[config.mk]
export PLATFORM = sky130hd
export DESIGN_NAME = i2c_master_top
export DESIGN_NICKNAME = d
export VERILOG_FILES = /design/src/rtl/i2c_pkg.sv /design/src/rtl/i2c_cmd_if.sv /design/src/rtl/i2c_bit_if.sv /design/src/rtl/i2c_wb_regs.sv /design/src/rtl/i2c_byte_ctrl.sv /design/src/rtl/i2c_bit_ctrl.sv /design/src/rtl/i2c_master_top.sv
export SDC_FILE = /design/constraint.sdc
export NUM_CORES = 1
export LEC_CHECK = 0
export ABC_AREA = 1
export BUFFER_PORTS_ARGS = -buffer_cell sky130_fd_sc_hd__buf_2
export CORE_ASPECT_RATIO = 1.5
export CORE_UTILIZATION = 55
export DETAILED_ROUTE_END_ITERATION = 10
export GPL_TIMING_DRIVEN = 0
export PLACE_DENSITY = 0.83
export SLEW_MARGIN = 20
export SYNTH_ARGS = -nofsm -noshare
export SYNTH_HDL_FRONTEND = slang
export SYNTH_SLANG_ARGS = --single-unit
export TNS_END_PERCENT = 30
[constraint.sdc]
create_clock -name wb_clk_i -period 2.1 [get_ports wb_clk_i]
set_clock_uncertainty 0.2 [all_clocks]
set_input_delay 0.42 -clock wb_clk_i [delete_from_list [all_inputs] [get_ports wb_clk_i]]
set_output_delay 0.42 -clock wb_clk_i [all_outputs]
set_load 0.1 [all_outputs]
[src/rtl/i2c_pkg.sv]
`default_nettype none
/* Shared I2C master definitions: widths, register map, bit positions,
   reset values and the bit command type */
package i2c_pkg;

  localparam int byte_w = 8;
  localparam int prer_w = 16;

  // Wishbone register map
  localparam logic [2:0] adr_prer_lo = 3'd0;
  localparam logic [2:0] adr_prer_hi = 3'd1;
  localparam logic [2:0] adr_ctr     = 3'd2;
  localparam logic [2:0] adr_txr_rxr = 3'd3;
  localparam logic [2:0] adr_cr_sr   = 3'd4;

  localparam logic [prer_w-1:0] prer_reset = '1;

  // Control register
  localparam int ctr_en_bit  = 7;
  localparam int ctr_ien_bit = 6;
  localparam logic [byte_w-1:0] ctr_mask = 8'hC0;

  // Command register, write side of address 4
  localparam int cr_sta_bit  = 7;
  localparam int cr_sto_bit  = 6;
  localparam int cr_rd_bit   = 5;
  localparam int cr_wr_bit   = 4;
  localparam int cr_ack_bit  = 3;
  localparam int cr_iack_bit = 0;

  // Status register, read side of address 4
  localparam int sr_rxack_bit = 7;
  localparam int sr_busy_bit  = 6;
  localparam int sr_al_bit    = 5;
  localparam int sr_tip_bit   = 1;
  localparam int sr_if_bit    = 0;

  typedef enum logic [2:0] {
    bit_idle,
    bit_start,
    bit_stop,
    bit_write,
    bit_read
  } bit_cmd_t;

endpackage
`default_nettype wire

[src/rtl/i2c_cmd_if.sv]
`timescale 1ns/1ps
`default_nettype none
/* Byte command channel between register block and byte controller */
interface i2c_cmd_if;

  // One strobe per command, done comes back once
  logic                       cmd_stb;
  logic                       sta;
  logic                       sto;
  logic                       rd;
  logic                       wr;
  logic                       ack_out;
  logic [i2c_pkg::byte_w-1:0] txd;
  logic                       done;
  logic [i2c_pkg::byte_w-1:0] rxd;
  logic                       rxack;

  modport regs (output cmd_stb, sta, sto, rd, wr, ack_out, txd,
                input  done, rxd, rxack);

  modport byte_ctrl (input  cmd_stb, sta, sto, rd, wr, ack_out, txd,
                     output done, rxd, rxack);

endinterface
`default_nettype wire

[src/rtl/i2c_bit_if.sv]
`timescale 1ns/1ps
`default_nettype none
/* Bit command channel between byte controller and bit controller */
interface i2c_bit_if;

  logic              bit_stb;
  i2c_pkg::bit_cmd_t cmd;
  logic              din;

  // dout holds the sampled SDA level when bit_done pulses
  logic              bit_done;
  logic              dout;
  logic              busy;

  modport byte_ctrl (output bit_stb, cmd, din,
                     input  bit_done, dout, busy);

  modport bit_ctrl (input  bit_stb, cmd, din,
                    output bit_done, dout, busy);

endinterface
`default_nettype wire

[src/rtl/i2c_wb_regs.sv]
`timescale 1ns/1ps
`default_nettype none
/* Wishbone slave with prescale, control, data, command and status registers
   and the interrupt output */
module i2c_wb_regs (
  input  wire                         wb_clk_i,
  input  wire                         arst_i,
  input  wire  [2:0]                  wb_adr_i,
  input  wire  [i2c_pkg::byte_w-1:0]  wb_dat_i,
  input  wire                         wb_we_i,
  input  wire                         wb_stb_i,
  input  wire                         wb_cyc_i,
  output logic                        wb_ack_o,
  output logic [i2c_pkg::byte_w-1:0]  wb_dat_o,
  output logic                        wb_inta_o,
  output logic [i2c_pkg::prer_w-1:0]  prer_o,
  output logic                        en_o,
  input  wire                         busy_i,
  i2c_cmd_if.regs                     cmd
);

  logic [i2c_pkg::prer_w-1:0] prer;
  logic [i2c_pkg::byte_w-1:0] ctr;
  logic [i2c_pkg::byte_w-1:0] txr;
  logic [i2c_pkg::byte_w-1:0] rxr;
  logic [i2c_pkg::byte_w-1:0] cr;
  logic [i2c_pkg::byte_w-1:0] cr_wdat;
  logic [i2c_pkg::byte_w-1:0] sr;
  logic                       tip;
  logic                       irq_flag;
  logic                       rxack;
  logic                       wb_req;
  logic                       wb_wacc;
  logic                       cmd_go;

  assign wb_req  = wb_stb_i & wb_cyc_i & ~wb_ack_o;
  assign wb_wacc = wb_req & wb_we_i;
  assign cmd_go  = cr[i2c_pkg::cr_sta_bit] | cr[i2c_pkg::cr_sto_bit] |
                   cr[i2c_pkg::cr_rd_bit] | cr[i2c_pkg::cr_wr_bit];
  assign prer_o  = prer;
  assign en_o    = ctr[i2c_pkg::ctr_en_bit];
  assign cmd.txd = txr;

  // Command bits only accepted when enabled and idle, IACK always
  always_comb begin
    cr_wdat = '0;
    cr_wdat[i2c_pkg::cr_iack_bit] = wb_dat_i[i2c_pkg::cr_iack_bit];
    if (ctr[i2c_pkg::ctr_en_bit] && !tip) begin
      cr_wdat[i2c_pkg::cr_sta_bit] = wb_dat_i[i2c_pkg::cr_sta_bit];
      cr_wdat[i2c_pkg::cr_sto_bit] = wb_dat_i[i2c_pkg::cr_sto_bit];
      cr_wdat[i2c_pkg::cr_rd_bit]  = wb_dat_i[i2c_pkg::cr_rd_bit];
      cr_wdat[i2c_pkg::cr_wr_bit]  = wb_dat_i[i2c_pkg::cr_wr_bit];
      cr_wdat[i2c_pkg::cr_ack_bit] = wb_dat_i[i2c_pkg::cr_ack_bit];
    end
  end

  always_comb begin
    sr = '0;
    sr[i2c_pkg::sr_rxack_bit] = rxack;
    sr[i2c_pkg::sr_busy_bit]  = busy_i;
    sr[i2c_pkg::sr_al_bit]    = 1'b0;
    sr[i2c_pkg::sr_tip_bit]   = tip;
    sr[i2c_pkg::sr_if_bit]    = irq_flag;
  end

  always_ff @(posedge wb_clk_i) begin
    case (wb_adr_i)
      i2c_pkg::adr_prer_lo: wb_dat_o <= prer[i2c_pkg::byte_w-1:0];
      i2c_pkg::adr_prer_hi: wb_dat_o <= prer[i2c_pkg::prer_w-1:i2c_pkg::byte_w];
      i2c_pkg::adr_ctr:     wb_dat_o <= ctr;
      i2c_pkg::adr_txr_rxr: wb_dat_o <= rxr;
      i2c_pkg::adr_cr_sr:   wb_dat_o <= sr;
      default:              wb_dat_o <= '0;
    endcase
    if (wb_wacc && wb_adr_i == i2c_pkg::adr_txr_rxr && !tip) begin
      txr <= wb_dat_i;
    end
    if (cmd_go) begin
      cmd.sta     <= cr[i2c_pkg::cr_sta_bit];
      cmd.sto     <= cr[i2c_pkg::cr_sto_bit];
      cmd.rd      <= cr[i2c_pkg::cr_rd_bit];
      cmd.wr      <= cr[i2c_pkg::cr_wr_bit];
      cmd.ack_out <= cr[i2c_pkg::cr_ack_bit];
    end
    if (cmd.done) begin
      rxr <= cmd.rxd;
    end
  end

  always_ff @(posedge wb_clk_i or posedge arst_i) begin
    if (arst_i) begin
      wb_ack_o <= 1'b0;
      prer     <= i2c_pkg::prer_reset;
      ctr      <= '0;
      cr       <= '0;
    end else begin
      wb_ack_o <= wb_req;
      // Command bits clear themselves after one cycle
      cr <= (wb_wacc && wb_adr_i == i2c_pkg::adr_cr_sr) ? cr_wdat : '0;
      if (wb_wacc) begin
        case (wb_adr_i)
          i2c_pkg::adr_prer_lo:
            if (!en_o) prer[i2c_pkg::byte_w-1:0] <= wb_dat_i;
          i2c_pkg::adr_prer_hi:
            if (!en_o) prer[i2c_pkg::prer_w-1:i2c_pkg::byte_w] <= wb_dat_i;
          i2c_pkg::adr_ctr:
            ctr <= wb_dat_i & i2c_pkg::ctr_mask;
          default: ;
        endcase
      end
    end
  end

  always_ff @(posedge wb_clk_i or posedge arst_i) begin
    if (arst_i) begin
      cmd.cmd_stb <= 1'b0;
      tip         <= 1'b0;
      irq_flag    <= 1'b0;
      rxack       <= 1'b0;
      wb_inta_o   <= 1'b0;
    end else begin
      cmd.cmd_stb <= cmd_go;
      if (cmd_go) begin
        tip <= 1'b1;
      end else if (cmd.done || !en_o) begin
        tip <= 1'b0;
      end
      irq_flag <= (irq_flag | cmd.done) & ~cr[i2c_pkg::cr_iack_bit];
      if (cmd.done) begin
        rxack <= cmd.rxack;
      end
      wb_inta_o <= irq_flag & ctr[i2c_pkg::ctr_ien_bit];
    end
  end

  a_ack_single: assert property (@(posedge wb_clk_i) disable iff (arst_i)
    wb_req |=> wb_ack_o ##1 !wb_ack_o);

  a_cr_clear: assert property (@(posedge wb_clk_i) disable iff (arst_i)
    (wb_ack_o && wb_we_i && wb_adr_i == i2c_pkg::adr_cr_sr) |=> (cr == '0));

  // TIP rises exactly with the command strobe
  a_tip_stb: assert property (@(posedge wb_clk_i) disable iff (arst_i)
    $rose(tip) == cmd.cmd_stb);

endmodule
`default_nettype wire

[src/rtl/i2c_byte_ctrl.sv]
`timescale 1ns/1ps
`default_nettype none
/* Byte sequencer, splits byte commands into start, data, ack and stop bits */
module i2c_byte_ctrl (
  input  wire          wb_clk_i,
  input  wire          arst_i,
  input  wire          en_i,
  i2c_cmd_if.byte_ctrl cmd,
  i2c_bit_if.byte_ctrl bus
);

  typedef enum logic [2:0] {st_idle, st_start, st_data, st_ack, st_stop} state_t;

  state_t                     state;
  state_t                     state_n;
  logic [i2c_pkg::byte_w-1:0] sreg;
  logic [2:0]                 cnt;
  logic                       sto_q;
  logic                       rd_q;
  logic                       wr_q;
  logic                       ack_q;
  logic                       issue;
  i2c_pkg::bit_cmd_t          issue_cmd;
  logic                       issue_din;
  logic                       fin;

  assign cmd.rxd = sreg;

  always_comb begin
    state_n   = state;
    issue     = 1'b0;
    issue_cmd = i2c_pkg::bit_idle;
    issue_din = sreg[i2c_pkg::byte_w-1];
    fin       = 1'b0;
    case (state)
      st_idle: if (cmd.cmd_stb) begin
        issue = 1'b1;
        if (cmd.sta) begin
          state_n   = st_start;
          issue_cmd = i2c_pkg::bit_start;
        end else if (cmd.rd || cmd.wr) begin
          state_n   = st_data;
          issue_cmd = cmd.rd ? i2c_pkg::bit_read : i2c_pkg::bit_write;
          issue_din = cmd.txd[i2c_pkg::byte_w-1];
        end else begin
          state_n   = st_stop;
          issue_cmd = i2c_pkg::bit_stop;
        end
      end
      st_start: if (bus.bit_done) begin
        if (rd_q || wr_q) begin
          state_n   = st_data;
          issue     = 1'b1;
          issue_cmd = rd_q ? i2c_pkg::bit_read : i2c_pkg::bit_write;
        end else if (sto_q) begin
          state_n   = st_stop;
          issue     = 1'b1;
          issue_cmd = i2c_pkg::bit_stop;
        end else begin
          state_n = st_idle;
          fin     = 1'b1;
        end
      end
      st_data: if (bus.bit_done) begin
        issue = 1'b1;
        if (cnt == 3'd7) begin
          // Master acks a read, slave acks a write
          state_n   = st_ack;
          issue_cmd = rd_q ? i2c_pkg::bit_write : i2c_pkg::bit_read;
          issue_din = ack_q;
        end else begin
          issue_cmd = rd_q ? i2c_pkg::bit_read : i2c_pkg::bit_write;
          issue_din = sreg[i2c_pkg::byte_w-2];
        end
      end
      st_ack: if (bus.bit_done) begin
        if (sto_q) begin
          state_n   = st_stop;
          issue     = 1'b1;
          issue_cmd = i2c_pkg::bit_stop;
        end else begin
          state_n = st_idle;
          fin     = 1'b1;
        end
      end
      st_stop: if (bus.bit_done) begin
        state_n = st_idle;
        fin     = 1'b1;
      end
      default: state_n = st_idle;
    endcase
  end

  always_ff @(posedge wb_clk_i) begin
    if (issue) begin
      bus.cmd <= issue_cmd;
      bus.din <= issue_din;
    end
    if (state == st_idle && cmd.cmd_stb) begin
      sreg  <= cmd.txd;
      sto_q <= cmd.sto;
      rd_q  <= cmd.rd;
      wr_q  <= cmd.wr;
      ack_q <= cmd.ack_out;
    end else if (state == st_data && bus.bit_done) begin
      // MSB first, sampled bits enter at the bottom
      sreg <= {sreg[i2c_pkg::byte_w-2:0], bus.dout};
    end
  end

  always_ff @(posedge wb_clk_i or posedge arst_i) begin
    if (arst_i) begin
      state       <= st_idle;
      bus.bit_stb <= 1'b0;
      cmd.done    <= 1'b0;
      cmd.rxack   <= 1'b0;
      cnt         <= '0;
    end else if (!en_i) begin
      state       <= st_idle;
      bus.bit_stb <= 1'b0;
      cmd.done    <= 1'b0;
      cnt         <= '0;
    end else begin
      state       <= state_n;
      bus.bit_stb <= issue;
      cmd.done    <= fin;
      if (state == st_data && bus.bit_done) begin
        cnt <= cnt + 3'd1;
      end
      if (state == st_ack && bus.bit_done) begin
        cmd.rxack <= bus.dout;
      end
    end
  end

  a_no_idle_bit: assert property (@(posedge wb_clk_i) disable iff (arst_i)
    bus.bit_stb |-> (state != st_idle));

endmodule
`default_nettype wire

[src/rtl/i2c_bit_ctrl.sv]
`timescale 1ns/1ps
`default_nettype none
/* Prescaled four-phase bit engine driving the SCL and SDA pad enables */
module i2c_bit_ctrl (
  input  wire                         wb_clk_i,
  input  wire                         arst_i,
  input  wire  [i2c_pkg::prer_w-1:0]  prer_i,
  input  wire                         en_i,
  i2c_bit_if.bit_ctrl                 bus,
  input  wire                         scl_pad_i,
  input  wire                         sda_pad_i,
  output logic                        scl_padoen_o,
  output logic                        sda_padoen_o
);

  i2c_pkg::bit_cmd_t          op;
  i2c_pkg::bit_cmd_t          op_n;
  logic [1:0]                 phase;
  logic [1:0]                 phase_n;
  logic [i2c_pkg::prer_w-1:0] cnt;
  logic [i2c_pkg::prer_w-1:0] cnt_n;
  logic                       fin;
  logic                       scl_n;
  logic                       sda_n;
  logic                       din_q;

  always_comb begin
    op_n    = op;
    phase_n = phase;
    cnt_n   = cnt;
    fin     = 1'b0;
    if (bus.bit_stb) begin
      op_n    = bus.cmd;
      phase_n = 2'd0;
      cnt_n   = prer_i;
    end else if (op != i2c_pkg::bit_idle) begin
      if (cnt == '0) begin
        cnt_n = prer_i;
        if (phase == 2'd3) begin
          op_n = i2c_pkg::bit_idle;
          fin  = 1'b1;
        end else begin
          phase_n = phase + 2'd1;
        end
      end else begin
        cnt_n = cnt - 1'b1;
      end
    end

    // Pad enables for the upcoming phase, held while idle
    scl_n = scl_padoen_o;
    sda_n = sda_padoen_o;
    case (op_n)
      i2c_pkg::bit_start: case (phase_n)
        2'd0: sda_n = 1'b1;
        2'd1: scl_n = 1'b1;
        2'd2: sda_n = 1'b0;
        default: scl_n = 1'b0;
      endcase
      i2c_pkg::bit_stop: case (phase_n)
        2'd0: scl_n = 1'b0;
        2'd1: sda_n = 1'b0;
        2'd2: scl_n = 1'b1;
        default: sda_n = 1'b1;
      endcase
      i2c_pkg::bit_write, i2c_pkg::bit_read: case (phase_n)
        2'd0: scl_n = 1'b0;
        2'd1: sda_n = (op_n == i2c_pkg::bit_write) ? din_q : 1'b1;
        2'd2: scl_n = 1'b1;
        default: scl_n = 1'b0;
      endcase
      default: ;
    endcase
  end

  always_ff @(posedge wb_clk_i) begin
    if (bus.bit_stb) begin
      din_q <= bus.din;
    end
    // Sample while SCL is seen high in the third phase
    if ((op == i2c_pkg::bit_read || op == i2c_pkg::bit_write) &&
        phase == 2'd2 && scl_pad_i) begin
      bus.dout <= sda_pad_i;
    end
  end

  always_ff @(posedge wb_clk_i or posedge arst_i) begin
    if (arst_i) begin
      op           <= i2c_pkg::bit_idle;
      phase        <= 2'd0;
      cnt          <= '0;
      bus.bit_done <= 1'b0;
      bus.busy     <= 1'b0;
      scl_padoen_o <= 1'b1;
      sda_padoen_o <= 1'b1;
    end else if (!en_i) begin
      op           <= i2c_pkg::bit_idle;
      phase        <= 2'd0;
      cnt          <= '0;
      bus.bit_done <= 1'b0;
      bus.busy     <= 1'b0;
      scl_padoen_o <= 1'b1;
      sda_padoen_o <= 1'b1;
    end else begin
      op           <= op_n;
      phase        <= phase_n;
      cnt          <= cnt_n;
      bus.bit_done <= fin;
      scl_padoen_o <= scl_n;
      sda_padoen_o <= sda_n;
      if (bus.bit_stb && bus.cmd == i2c_pkg::bit_start) begin
        bus.busy <= 1'b1;
      end else if (fin && op == i2c_pkg::bit_stop) begin
        bus.busy <= 1'b0;
      end
    end
  end

  a_sda_stable: assert property (@(posedge wb_clk_i) disable iff (arst_i || !en_i)
    ($changed(sda_padoen_o) && scl_padoen_o && $past(scl_padoen_o))
    |-> ($past(op_n) inside {i2c_pkg::bit_start, i2c_pkg::bit_stop}));

endmodule
`default_nettype wire

[src/rtl/i2c_master_top.sv]
`timescale 1ns/1ps
`default_nettype none
/* I2C master top level, register block plus byte and bit controllers */
module i2c_master_top (
  input  wire                         wb_clk_i,
  input  wire                         arst_i,
  input  wire  [2:0]                  wb_adr_i,
  input  wire  [i2c_pkg::byte_w-1:0]  wb_dat_i,
  output wire  [i2c_pkg::byte_w-1:0]  wb_dat_o,
  input  wire                         wb_we_i,
  input  wire                         wb_stb_i,
  input  wire                         wb_cyc_i,
  output wire                         wb_ack_o,
  output wire                         wb_inta_o,
  input  wire                         scl_pad_i,
  output wire                         scl_pad_o,
  output wire                         scl_padoen_o,
  input  wire                         sda_pad_i,
  output wire                         sda_pad_o,
  output wire                         sda_padoen_o
);

  wire [i2c_pkg::prer_w-1:0] prer;
  wire                       en;

  i2c_cmd_if cmd_bus ();
  i2c_bit_if bit_bus ();

  // Open-drain pads, only the enables toggle
  assign scl_pad_o = 1'b0;
  assign sda_pad_o = 1'b0;

  i2c_wb_regs i2c_wb_regs_inst (
    .wb_clk_i (wb_clk_i),
    .arst_i   (arst_i),
    .wb_adr_i (wb_adr_i),
    .wb_dat_i (wb_dat_i),
    .wb_we_i  (wb_we_i),
    .wb_stb_i (wb_stb_i),
    .wb_cyc_i (wb_cyc_i),
    .wb_ack_o (wb_ack_o),
    .wb_dat_o (wb_dat_o),
    .wb_inta_o(wb_inta_o),
    .prer_o   (prer),
    .en_o     (en),
    .busy_i   (bit_bus.busy),
    .cmd      (cmd_bus.regs)
  );

  i2c_byte_ctrl i2c_byte_ctrl_inst (
    .wb_clk_i(wb_clk_i),
    .arst_i  (arst_i),
    .en_i    (en),
    .cmd     (cmd_bus.byte_ctrl),
    .bus     (bit_bus.byte_ctrl)
  );

  i2c_bit_ctrl i2c_bit_ctrl_inst (
    .wb_clk_i    (wb_clk_i),
    .arst_i      (arst_i),
    .prer_i      (prer),
    .en_i        (en),
    .bus         (bit_bus.bit_ctrl),
    .scl_pad_i   (scl_pad_i),
    .sda_pad_i   (sda_pad_i),
    .scl_padoen_o(scl_padoen_o),
    .sda_padoen_o(sda_padoen_o)
  );

endmodule
`default_nettype wire

==> results of run 1 <==
## power by group through the flow
stage | combinational, mW | sequential [mW] | clock [mW]
floorplan | 1.68 | 2.82 | 0
global placement | 2.26 | 2.68 | 0
detailed placement | 2.35 | 2.69 | 0
CTS | 2.81 | 2.64 | 1.57
global route | 3.52 | 2.68 | 1.66
finish | 3.22 | 2.66 | 1.56
## layout by cell type (no fill, tap or decap), types with 4 or more instances in the layout
cell / netlist / final
o22ai_1: 5 / 5
edfxtp_1: 39 / 39
o21ai_0: 49 / 44
o21ai_1: 0 / 5
dfstp_2: 18 / 18
a21oi_1: 12 / 11
clkbuf_1: 8 / 5
nor2_1: 57 / 45
nor3_1: 12 / 8
nand2_2: 4 / 11
xor2_1: 8 / 8
nand4_1: 9 / 9
buf_2: 3 / 30
nand3_1: 27 / 23
nand2_1: 142 / 133
nand3_4: 2 / 4
nor2_2: 2 / 12
dfrtp_1: 46 / 45
buf_4: 2 / 21
clkbuf_16: 0 / 9
o211ai_1: 13 / 13
inv_1: 74 / 70
nand3_2: 2 / 4
dfxtp_1: 8 / 8
## timing repair
item | CTS | global route
hold buffers | 1 | 0
setup buffers | 12 | 7
resized for setup | 25 | 39
endpoints found under the setup margin | 43 | 49
hold endpoints to repair | 6 | 0
pin swaps | 12 | 9
## logic make-up (layout without fill, tap and decap cells)
kind of cell | after synthesis | in the layout
flops | 111 | 111
buf+inv | 88 | 154
fa+ha+maj | 4 | 4
other cells | 1 | 2
simple gates | 262 | 262
compound gates | 102 | 102
xor+xnor | 9 | 9
## stage by stage
stage	util [%]	setup WS (ns)
final	66.8	-0.0981
after global routing	66.8	-0.212
after CTS	65.1	-0.0442
after floorplan	-	0.0291
after global placement	59.8	-0.537
after detailed placement	60.3	-0.584
## sequential cells by signal, summed over array words and instances, names as in the netlist, 2 cells and up
name and count:
i2c_wb_regs_inst.cr 6, i2c_bit_ctrl_inst.phase 2, i2c_wb_regs_inst.ctr 2, i2c_wb_regs_inst.wb_dat_o 8, i2c_byte_ctrl_inst.state 3, i2c_wb_regs_inst.prer_o 16
i2c_bit_ctrl_inst.op 3, i2c_byte_ctrl_inst.cnt 3, i2c_wb_regs_inst.rxr 8, i2c_bit_ctrl_inst.cnt 16, i2c_wb_regs_inst.cmd.txd 8, i2c_byte_ctrl_inst.bus.cmd 3
i2c_byte_ctrl_inst.cmd.rxd 8
## cell type report
cell class | instances | share of cell area [%]
flip-flops and latches | 111 | 48.1
plain buffers | 14 | 1.28
multi-input cells | 379 | 34.1
inverters | 74 | 4.58
clock inverters | 5 | 0.549
repair buffers | 50 | 5.37
clock buffers | 11 | 3.79
well taps | 112 | 2.28
## per-layer routing
metal,part of all wire [%],vias up
met5,0,-
met4,3.6,0
met3,5.4,45
met2,53,197
met1,38,2107
li1,-,2056
## final timing paths
kind / slack (ns) / endpoint / cells after the start
min: 0.05 / i2c_bit_ctrl_inst.bus.dout$_DFFE_PP_ / 1
max in group asynchronous: 0.63 / i2c_wb_regs_inst.prer_o[1]$_DFFE_PP1P_ / 5
min in group asynchronous: 0.37 / i2c_bit_ctrl_inst.op[1]$_DFF_PP0_ / 3
max reg2reg: -0.1 / i2c_bit_ctrl_inst.scl_padoen_o$_DFFE_PP1P_ / 13
min reg2reg: 0.19 / i2c_wb_regs_inst.irq_flag$_DFF_PP0_ / 1
max: -0.1 / i2c_bit_ctrl_inst.scl_padoen_o$_DFFE_PP1P_ / 13
==> summary.md, run 1 <==
| Metric | Value |
|---|---|
| Area share of the largest cell type after synthesis | `22.5%` |
| Async S/R FF share, synth | `57.7%` |
| Routed WL | `12,500 um` |
| Crit Path Category | `flop to flop` |
| Final worst slack | `-0.0981 ns` |
| Synth top cells by count | `nand2_1 (142), inv_1 (74), nor2_1 (57), o21ai_0 (49), dfrtp_1 (46)` |
| Multi-input gate area | `2090 um^2` |
| Via count | `4,405` |
| CTS tree | `yes` |
| Fin crit share | `105%` |
| # H-tree levels | `3` |
| Design area | `6150 um^2` |
| Port bufs | `29` |
| Max transition margin | `57.8%` |
| Placed Cells | `721` |
| Max cap viols | `0` |
| Post-synth EDFFs | `39` |
| Gr busiest metal | `met2` |
| CP Max Fanout | `7` |
| Remaining Overflow, GRT | `0` |
| Flops & latches, synth | `111` |
| Worst hold start | `sda_pad_i` |
| Total track usage | `27.1%` |
| Critical Path Source Type | `flop` |
| Post-Synth XOR/XNOR Area | `1.51%` |
| Mapped cell area | `5210 um^2` |
| Layout cells sized above 1 | `22.0%` |
| Largest net degree at the start of global routing | `32` |
| Register area | `2960 um^2` |
| CTS clk-pin slew, worst paths | `0.07 ns` |
| Top FF cell, synth | `dfrtp_1` |
| Power, Total | `7.43 mW` |
| Final setup viols | `2` |
| I/O pin total | `32` |
| Synth cell types | `43` |
| Worst Path Required | `2.18 ns` |
| Total core area | `9200 um^2` |
| Initial Util | `56.7%` |
| CP max stage cell | `dfrtp_1` |
| VDD IR max | `757 uV` |
| Drt pass-1 iters | `5` |
| CTS buffer count | `9` |
| Net Sw Frac | `39.7%` |
| R2r startpoint | `i2c_bit_ctrl_inst.cnt[0]$_DFFE_PP0P_` |
| Cell taking the most area after synthesis | `edfxtp_1` |
| DR vias/cell | `5.83` |
| Routed WL per cell | `16.6 um` |
| Vias in the first global route | `4,283` |
| Longest Clk Path Bufs | `2` |
| Placed Area | `5550 um^2` |
| Min-delay worst type | `input port to flop` |
| Nets | `661` |
| Crit path cell chain | `inv_2 > ha_4 > nand3_2 > nor2_4 > nand3_4 > a21oi_4 > nand3_4 > nand2_2 > inv_1 > nand3_1 > nand3_1 > nand2_1 > nand2_1` |
| Met3 Resource Use GR | `4.96%` |
| Avg Inst Size Synth | `9.03 um^2` |
| Mux share of post-synthesis cell area | `0%` |
| # rows | `43` |
| Top cells by area, synth | `edfxtp_1 (22%), dfrtp_1 (22%), nand2_1 (10%)` |
| Logic pwr share | `43.3%` |
| Final hold vios | `0` |
| CP max stage delay | `0.40 ns` |
| Compound-Gate Fraction of Synth Area | `12.3%` |
| Main combinational cell family by area after synthesis | `simple AND/OR/NAND/NOR gates` |
| Syn Inst Count | `577` |
| Cell Pwr Density | `1210 nW/um^2` |
| Root Buffer | `clkbuf_16` |
| GP Congestion | `0.932` |
| CP startpoint | `i2c_bit_ctrl_inst.cnt[0]$_DFFE_PP0P_` |
| Initial antenna violation count | `0` |
| Chip Width | `81.5 um` |
| Remaining antenna violation count after routing | `0` |
| Layout Cells excl Fill | `756` |
| First DRT Iteration DRCs | `305` |
| P_sw | `2.95 mW` |
| Crit. End Element | `flop` |
| Status | `finished with violations` |
| CTS Sinks | `111` |
| Setup tns final | `-0.192 ns` |
| First-pass GRT wire length | `19,700 um` |
| # diodes | `0` |
| Seq/Total Area, Yosys | `56.7%` |
| Leakage | `2.75 nW` |
| Cell family with most CP delay | `simple AND/OR/NAND/NOR gates` |
| Slew Viols, Final | `0` |
| Share of total power in sequential cells | `35.7%` |
| Fillers | `696` |
| Clk pwr share | `20.9%` |
| Area growth syn-to-layout | `18.0%` |
| Clk_lat worst skew | `0.35 ns` |
| Int Pwr | `4.49 mW` |
| Dpl hpwl | `8880 um` |
| Routing usage on met2 | `46.5%` |
| RSZ-0062 raised after global routing | `yes` |
| DIE HEIGHT | `121 um` |
| Warnings, synthesis | `0` |
| Hold slack | `0.0473 ns` |
| Fmax | `455 MHz` |
| Failing checks | `negative setup slack` |
| Adder-cell area share of the yosys netlist | `0.960%` |
| Post-route DRC | `0` |
| Count leader, synth | `nand2_1` |
| Buf/Inv on CP | `2` |
| M1 GR Usage | `31.6%` |
| DIE AREA | `9880 um^2` |
| Worst slew pin tran | `0.630 ns` |
| Fin crit period | `2.20 ns` |
| Crit path DAT | `2.28 ns` |
| Area share of and/or/nand/nor cells after synthesis | `21.9%` |
Power figures use the tool's default switching activity.
==> run 2: changes to the inputs <==
--- a/config.mk
+++ b/config.mk
@@ -7,11 +7,13 @@
 export LEC_CHECK = 0
 export ABC_AREA = 1
 export BUFFER_PORTS_ARGS = -buffer_cell sky130_fd_sc_hd__buf_2
+export CELL_PAD_IN_SITES_DETAIL_PLACEMENT = 1
+export CELL_PAD_IN_SITES_GLOBAL_PLACEMENT = 2
 export CORE_ASPECT_RATIO = 1.5
-export CORE_UTILIZATION = 55
+export CORE_UTILIZATION = 34
 export DETAILED_ROUTE_END_ITERATION = 10
 export GPL_TIMING_DRIVEN = 0
-export PLACE_DENSITY = 0.83
+export PLACE_DENSITY = 0.82
 export SLEW_MARGIN = 20
 export SYNTH_ARGS = -nofsm -noshare
 export SYNTH_HDL_FRONTEND = slang
==> summary.md, run 2 (synthesis gave the netlist of run 1 again) <==
| Metric | Value |
|---|---|
| Fmax | `460 MHz (was 455 MHz)` |
| Nets | `663 (was 661)` |
| Commonest non-fill, non-tap cell in the layout | `nand2_1 (unchanged)` |
| Initial antenna violation count | `0 (unchanged)` |
| Critical R2R Capture | `i2c_bit_ctrl_inst.sda_padoen_o$_DFFE_PP1P_ (was i2c_bit_ctrl_inst.scl_padoen_o$_DFFE_PP1P_)` |
| Crit path DAT | `2.27 ns (was 2.28 ns)` |
| Worst hold start | `sda_pad_i (unchanged)` |
| Chip Width | `103 um (was 81.5 um)` |
| Crit. End Element | `flop (unchanged)` |
| Total track usage | `19.7% (was 27.1%)` |
| CP startpoint | `i2c_bit_ctrl_inst.cnt[0]$_DFFE_PP0P_ (unchanged)` |
| Via count | `4,192 (was 4,405)` |
| Max cap viols | `0 (unchanged)` |
| Post-route DRC | `0 (unchanged)` |
| Int Pwr | `4.50 mW (was 4.49 mW)` |
| # H-tree levels | `3 (unchanged)` |
| Port bufs | `29 (unchanged)` |
| Cell Pwr Density | `1180 nW/um^2 (was 1210 nW/um^2)` |
| Drt pass-1 iters | `6 (was 5)` |
| DR vias/cell | `4.96 (was 5.83)` |
| Dpl hpwl | `10,600 um (was 8880 um)` |
| R2R cell count | `14 (was 13)` |
| Hold depth | `1 (unchanged)` |
| DIE AREA | `15,800 um^2 (was 9880 um^2)` |
| I/O pin total | `32 (unchanged)` |
| R2r startpoint | `i2c_bit_ctrl_inst.cnt[0]$_DFFE_PP0P_ (unchanged)` |
| Cell mode on critical path | `nand3_4` |
| RSZ-0062 raised after global routing | `yes (unchanged)` |
| Clk_lat worst skew | `0.36 ns (was 0.35 ns)` |
| Worst Path Required | `2.19 ns (was 2.18 ns)` |
| Initial Util | `34.7% (was 56.7%)` |
| Fillers | `1,801 (was 696)` |
| DIE HEIGHT | `154 um (was 121 um)` |
| CTS clk-pin slew, worst paths | `0.08 ns (was 0.07 ns)` |
| Share of total power in sequential cells | `35.4% (was 35.7%)` |
| Place WS | `-0.682 ns (was -0.584 ns)` |
| Largest net degree at the start of global routing | `31 (was 32)` |
| Slew Viols, Final | `0 (unchanged)` |
| CP Max Fanout | `7 (unchanged)` |
| Leakage | `2.81 nW (was 2.75 nW)` |
| CTS Sinks | `111 (unchanged)` |
| Remaining antenna violation count after routing | `0 (unchanged)` |
| Failing checks | `negative setup slack (unchanged)` |
| Remaining Overflow, GRT | `0 (unchanged)` |
| Cell family with most CP delay | `simple AND/OR/NAND/NOR gates (unchanged)` |
| Net Sw Frac | `40.4% (was 39.7%)` |
| Final setup viols | `2 (unchanged)` |
| Crit path cell chain | `inv_2 > ha_4 > nand3_4 > nor2_4 > nand3_4 > a21oi_4 > buf_12 > nand3_4 > nand2_4 > inv_2 > nand3_2 > nand3_2 > nand2_1 > nand2_1 (was inv_2 > ha_4 > nand3_2 > nor2_4 > nand3_4 > a21oi_4 > nand3_4 > nand2_2 > inv_1 > nand3_1 > nand3_1 > nand2_1 > nand2_1)` |
| CP max stage delay | `0.40 ns (about the same)` |
| Layout cells sized above 1 | `23.7% (was 22.0%)` |
| Hold EP | `i2c_bit_ctrl_inst.bus.dout$_DFFE_PP_ (unchanged)` |
| Max transition margin | `56.2% (was 57.8%)` |
| VDD IR max | `558 uV (was 757 uV)` |
| Min-delay worst type | `input port to flop (unchanged)` |
| Worst slew pin tran | `0.657 ns (was 0.630 ns)` |
| P_sw | `3.05 mW (was 2.95 mW)` |
| Final worst slack | `-0.0741 ns (was -0.0981 ns)` |
| Logic pwr share | `40.7% (was 43.3%)` |
| GP Congestion | `0.839 (was 0.932)` |
| Buf/Inv on CP | `3 (was 2)` |
| Area growth syn-to-layout | `22.3% (was 18.0%)` |
| Routed WL per cell | `17.1 um (was 16.6 um)` |
| Longest Clk Path Bufs | `2 (unchanged)` |
| Final hold vios | `0 (unchanged)` |
| Fin crit period | `2.17 ns (was 2.20 ns)` |
| # diodes | `0 (unchanged)` |
| Root Buffer | `clkbuf_16 (unchanged)` |
| First DRT Iteration DRCs | `103 (was 305)` |
| Crit Path Category | `flop to flop (unchanged)` |
| Routed WL | `14,400 um (was 12,500 um)` |
| CTS tree | `yes (unchanged)` |
| First-pass GRT wire length | `23,400 um (was 19,700 um)` |
| Critical Path Source Type | `flop (unchanged)` |
| Design area | `6370 um^2 (was 6150 um^2)` |
| CTS buffer count | `9 (unchanged)` |
| Clk pwr share | `23.8% (was 20.9%)` |
| Status | `finished with violations (unchanged)` |
| Placed Area | `5650 um^2 (was 5550 um^2)` |
| Total core area | `15,000 um^2 (was 9200 um^2)` |
| Fin crit share | `104% (was 105%)` |
| Commonest cells after routing, fill and taps aside | `nand2_1 (131), inv_1 (69), o21ai_0 (46), dfrtp_1 (46), nor2_1 (43) (was nand2_1 (133), inv_1 (70), nor2_1 (45), dfrtp_1 (45), o21ai_0 (44))` |
| # rows | `55 (was 43)` |
| CP max stage cell | `dfrtp_1 (unchanged)` |
| Vias in the first global route | `4,484 (was 4,283)` |
| Reg2Reg Setup Slack | `-0.07 ns (was -0.1 ns)` |
[run 2: what timing repair did]
item                       in CTS  in global routing
pin swaps                      14                 17
buffers inserted               13                  7
resized for setup              33                 38
setup endpoints to repair      61                 47
hold endpoints to repair        6                  0
hold buffers                    1                  0
[run 2: worst max-delay path by stage]
stage,end,cells past startpoint
after floorplan,i2c_bit_ctrl_inst.scl_padoen_o$_DFFE_PP1P_,13
after global placement,i2c_wb_regs_inst.cmd.txd[6]$_DFFE_PP_,5
after detailed placement,i2c_wb_regs_inst.cmd.txd[6]$_DFFE_PP_,5
after CTS,i2c_bit_ctrl_inst.sda_padoen_o$_DFFE_PP1P_,12
after global routing,i2c_bit_ctrl_inst.sda_padoen_o$_DFFE_PP1P_,13
final,i2c_bit_ctrl_inst.sda_padoen_o$_DFFE_PP1P_,14
[run 2: cell type report]
type,count,area [um^2],area share (%)
clock buffers,9,225,3.53
clock inverters,7,88.8,1.39
repair buffers,52,362,5.67
multi-input cells,379,2140,33.5
plain buffers,14,75.1,1.18
flip-flops and latches,111,2960,46.4
well taps,199,249,3.91
inverters,74,282,4.42
[run 2: metrics by stage]
stage | util [%] | hold WS, ns | power, mW | cells | setup TNS [ns]
2_1_floorplan | - | 0.178 | 4.50 | 578 | 0
3_3_place_gp | 37.4 | 0.184 | 5.05 | 806 | -15.82
3_5_place_dp | 37.7 | 0.176 | 5.13 | 808 | -17.13
4_1_cts | 41.3 | 0.0308 | 7.31 | 838 | -0.111
5_1_grt | 42.5 | 0.0283 | 8.04 | 845 | -1.26
6_report | 42.5 | 0.0414 | 7.55 | 845 | -0.146
[run 2: per-layer routing]
metal  share of wire (%)  track usage (%)
met5                   0                0
met4                 3.3             8.72
met3                 1.7             2.41
met2                  54             35.3
met1                  41             23.1
[run 2: power groups by stage]
stage	Clock [mW]	Combinational [mW]	Sequential [mW]
after floorplan	0	1.68	2.82
after global placement	0	2.34	2.71
after detailed placement	0	2.41	2.72
after CTS	1.85	2.79	2.67
after global routing	1.92	3.41	2.70
final	1.80	3.07	2.67
==> run 3: changes to the inputs <==
--- a/config.mk
+++ b/config.mk
@@ -10,10 +10,11 @@
 export CELL_PAD_IN_SITES_DETAIL_PLACEMENT = 1
 export CELL_PAD_IN_SITES_GLOBAL_PLACEMENT = 2
 export CORE_ASPECT_RATIO = 1.5
-export CORE_UTILIZATION = 34
+export CORE_UTILIZATION = 38
 export DETAILED_ROUTE_END_ITERATION = 10
 export GPL_TIMING_DRIVEN = 0
-export PLACE_DENSITY = 0.82
+export PLACE_DENSITY_LB_ADDON = 0.1
+export RECOVER_POWER = 100
 export SLEW_MARGIN = 20
 export SYNTH_ARGS = -nofsm -noshare
 export SYNTH_HDL_FRONTEND = slang
==> constraint.sdc (replaced) <==
create_clock -name wb_clk_i -period 2.3 [get_ports wb_clk_i]
set_clock_uncertainty 0.2 [all_clocks]
set_input_delay 0.46 -clock wb_clk_i [delete_from_list [all_inputs] [get_ports wb_clk_i]]
set_output_delay 0.46 -clock wb_clk_i [all_outputs]
set_load 0.1 [all_outputs]
==> summary.md, run 3 (synthesis gave the netlist of run 1 again) <==
| Metric | Value |
|---|---|
| Leakage | `2.71 nW (was 2.81 nW)` |
| Drt pass-1 iters | `4 (was 6)` |
| Initial antenna violation count | `0 (unchanged)` |
| DIE AREA | `14,200 um^2 (was 15,800 um^2)` |
| I/O pin total | `32 (unchanged)` |
| Setup tns final | `0 ns (was -0.146 ns)` |
| Remaining antenna violation count after routing | `0 (unchanged)` |
| Slew Viols, Final | `0 (unchanged)` |
| Layout cells sized above 1 | `18.0% (was 23.7%)` |
| Cell family with most CP delay | `simple AND/OR/NAND/NOR gates (unchanged)` |
| Worst Path Required | `2.38 ns (was 2.19 ns)` |
| Fillers | `1,564 (was 1,801)` |
| RSZ-0062 raised after global routing | `yes (unchanged)` |
| GP Congestion | `0.800 (was 0.839)` |
| Max cap viols | `0 (unchanged)` |
| Cell Pwr Density | `1050 nW/um^2 (was 1180 nW/um^2)` |
| Cell mode on critical path | `nand2_1 (was nand3_4)` |
| R2r startpoint | `i2c_bit_ctrl_inst.cnt[0]$_DFFE_PP0P_ (unchanged)` |
| Status | `completed (was finished with violations)` |
| First-pass GRT wire length | `23,000 um (was 23,400 um)` |
| Worst hold start | `wb_dat_i[4] (was sda_pad_i)` |
| Post-route DRC | `0 (unchanged)` |
| Area growth syn-to-layout | `17.8% (was 22.3%)` |
| # diodes | `0 (unchanged)` |
| Hold EP | `i2c_wb_regs_inst.cmd.txd[4]$_DFFE_PP_ (was i2c_bit_ctrl_inst.bus.dout$_DFFE_PP_)` |
| Final Core Density | `45.6% (was 42.5%)` |
| CP max stage delay | `0.40 ns (about the same)` |
| CP Max Fanout | `7 (unchanged)` |
| Fin crit period | `2.27 ns (was 2.17 ns)` |
| Crit path DAT | `2.35 ns (was 2.27 ns)` |
| Crit path cell chain | `inv_2 > ha_4 > nand3_2 > nor2_4 > nand3_4 > a21oi_4 > nand2_2 > nand3_4 > nand2_1 > nand2_1 > nand3_1 > nand2_1 > nand2_1 (was inv_2 > ha_4 > nand3_4 > nor2_4 > nand3_4 > a21oi_4 > buf_12 > nand3_4 > nand2_4 > inv_2 > nand3_2 > nand3_2 > nand2_1 > nand2_1)` |
| # rows | `52 (was 55)` |
| CP max stage cell | `dfrtp_1 (unchanged)` |
| Longest Clk Path Bufs | `2 (unchanged)` |
| R2R cell count | `13 (was 14)` |
| Routed WL per cell | `17.8 um (was 17.1 um)` |
| Commonest non-fill, non-tap cell in the layout | `nand2_1 (unchanged)` |
| Fin crit share | `98.6% (was 104%)` |
| Min-delay worst type | `input port to flop (unchanged)` |
| CTS tree | `yes (unchanged)` |
| Commonest cells after routing, fill and taps aside | `nand2_1 (136), inv_1 (71), nor2_1 (52) (was nand2_1 (131), inv_1 (69), o21ai_0 (46), dfrtp_1 (46), nor2_1 (43))` |
| Initial Util | `38.7% (was 34.7%)` |
| Final setup viols | `0 (was 2)` |
| DIE HEIGHT | `145 um (was 154 um)` |
| Worst slew pin tran | `0.804 ns (was 0.657 ns)` |
| Critical R2R Capture | `i2c_bit_ctrl_inst.scl_padoen_o$_DFFE_PP1P_ (was i2c_bit_ctrl_inst.sda_padoen_o$_DFFE_PP1P_)` |
| Critical Path Source Type | `flop (unchanged)` |
| Remaining Overflow, GRT | `0 (unchanged)` |
| CTS clk-pin slew, worst paths | `0.10 ns (was 0.08 ns)` |
| Reg2Reg Setup Slack | `0.03 ns (was -0.07 ns)` |
| Dpl hpwl | `10,400 um (was 10,600 um)` |
| Max transition margin | `46.2% (was 56.2%)` |
| Total core area | `13,500 um^2 (was 15,000 um^2)` |
| Fmax | `441 MHz (was 460 MHz)` |
| Total track usage | `20.9% (was 19.7%)` |
| First DRT Iteration DRCs | `128 (was 103)` |
| CTS buffer count | `9 (unchanged)` |
| Port bufs | `29 (unchanged)` |
| DR vias/cell | `5.18 (was 4.96)` |
| Placed Area | `5590 um^2 (was 5650 um^2)` |
| Design area | `6140 um^2 (was 6370 um^2)` |
| VDD IR max | `568 uV (was 558 uV)` |
| Routed WL | `14,200 um (was 14,400 um)` |
| Clk_lat worst skew | `0.36 ns (about the same)` |
| Nets | `649 (was 663)` |
| # H-tree levels | `3 (unchanged)` |
| Largest net degree at the start of global routing | `52 (was 31)` |
| Root Buffer | `clkbuf_16 (unchanged)` |
| Crit Path Category | `flop to flop (unchanged)` |
| Vias in the first global route | `4,422 (was 4,484)` |
| Via count | `4,111 (was 4,192)` |
| CTS Sinks | `111 (unchanged)` |
| Chip Width | `97.6 um (was 103 um)` |
| Power, Total | `6.46 mW (was 7.55 mW)` |
| Crit. End Element | `flop (unchanged)` |
| Final hold vios | `0 (unchanged)` |
| Hold depth | `1 (unchanged)` |
| Buf/Inv on CP | `1 (was 3)` |
## run 3: final cells by class
| class | instances | area, um^2 | share of cell area, % |
|---|---|---|---|
| Timing Repair Buffer | 38 | 244 | 3.97 |
| Buffer | 14 | 71.3 | 1.16 |
| Inverter | 74 | 279 | 4.54 |
| Clock buffer | 9 | 225 | 3.67 |
| Sequential cell | 111 | 2960 | 48.1 |
| Tap cell | 162 | 203 | 3.30 |
| Multi-Input combinational cell | 379 | 2070 | 33.6 |
| Clock inverter | 7 | 96.3 | 1.57 |
## run 3: metal layers
layer  wire length (um)  GRT usage [%]  up-vias
li1                   -              -     2030
met1               6110           25.3     2026
met2               7700           39.2       47
met3                231           2.50        8
met4                126           4.85        0
met5                  0              0        -
## run 3: metrics by stage
step	cells	setup slack, ns	hold WS (ns)
finish	794	0.0332	0.0841
detailed placement	770	-0.521	0.198
CTS	787	-0.00446	0.0745
global placement	769	-1.02	0.191
global route	794	-0.120	0.0711
floorplan	578	0.0717	0.178
## run 3: repair_timing
item / in CTS / in global routing
setup endpoints to repair: 42 / 47
hold endpoints to repair: 11 / 0
pin swaps: 3 / 7
hold buffers: 1 / 0
setup buffers: 0 / 7
gates resized for setup: 9 / 36
## run 3: worst max path at each step
stage / startpoint / endpoint / slack (ns) / cells after the start
2_1_floorplan: arst_i / i2c_bit_ctrl_inst.bus.bit_done$_DFF_PP0_ / 0.07 / 1
5_1_grt: i2c_bit_ctrl_inst.cnt[0]$_DFFE_PP0P_ / i2c_bit_ctrl_inst.cnt[9]$_DFFE_PP0P_ / -0.12 / 10
4_1_cts: i2c_bit_ctrl_inst.cnt[0]$_DFFE_PP0P_ / i2c_bit_ctrl_inst.scl_padoen_o$_DFFE_PP1P_ / -0.004 / 13
6_report: i2c_bit_ctrl_inst.cnt[0]$_DFFE_PP0P_ / i2c_bit_ctrl_inst.scl_padoen_o$_DFFE_PP1P_ / 0.03 / 13
3_5_place_dp: wb_adr_i[0] / i2c_wb_regs_inst.cmd.txd[4]$_DFFE_PP_ / -0.52 / 5
3_3_place_gp: arst_i / i2c_wb_regs_inst.cr[4]$_DFF_PP0_ / -1.02 / 2
## run 3: power by group
group / switching (mW) / internal [mW] / leakage (nW)
Sequential: 0.170 / 2.27 / 1.22
Combinational: 1.61 / 0.756 / 1.33
Clock: 0.851 / 0.800 / 0.156
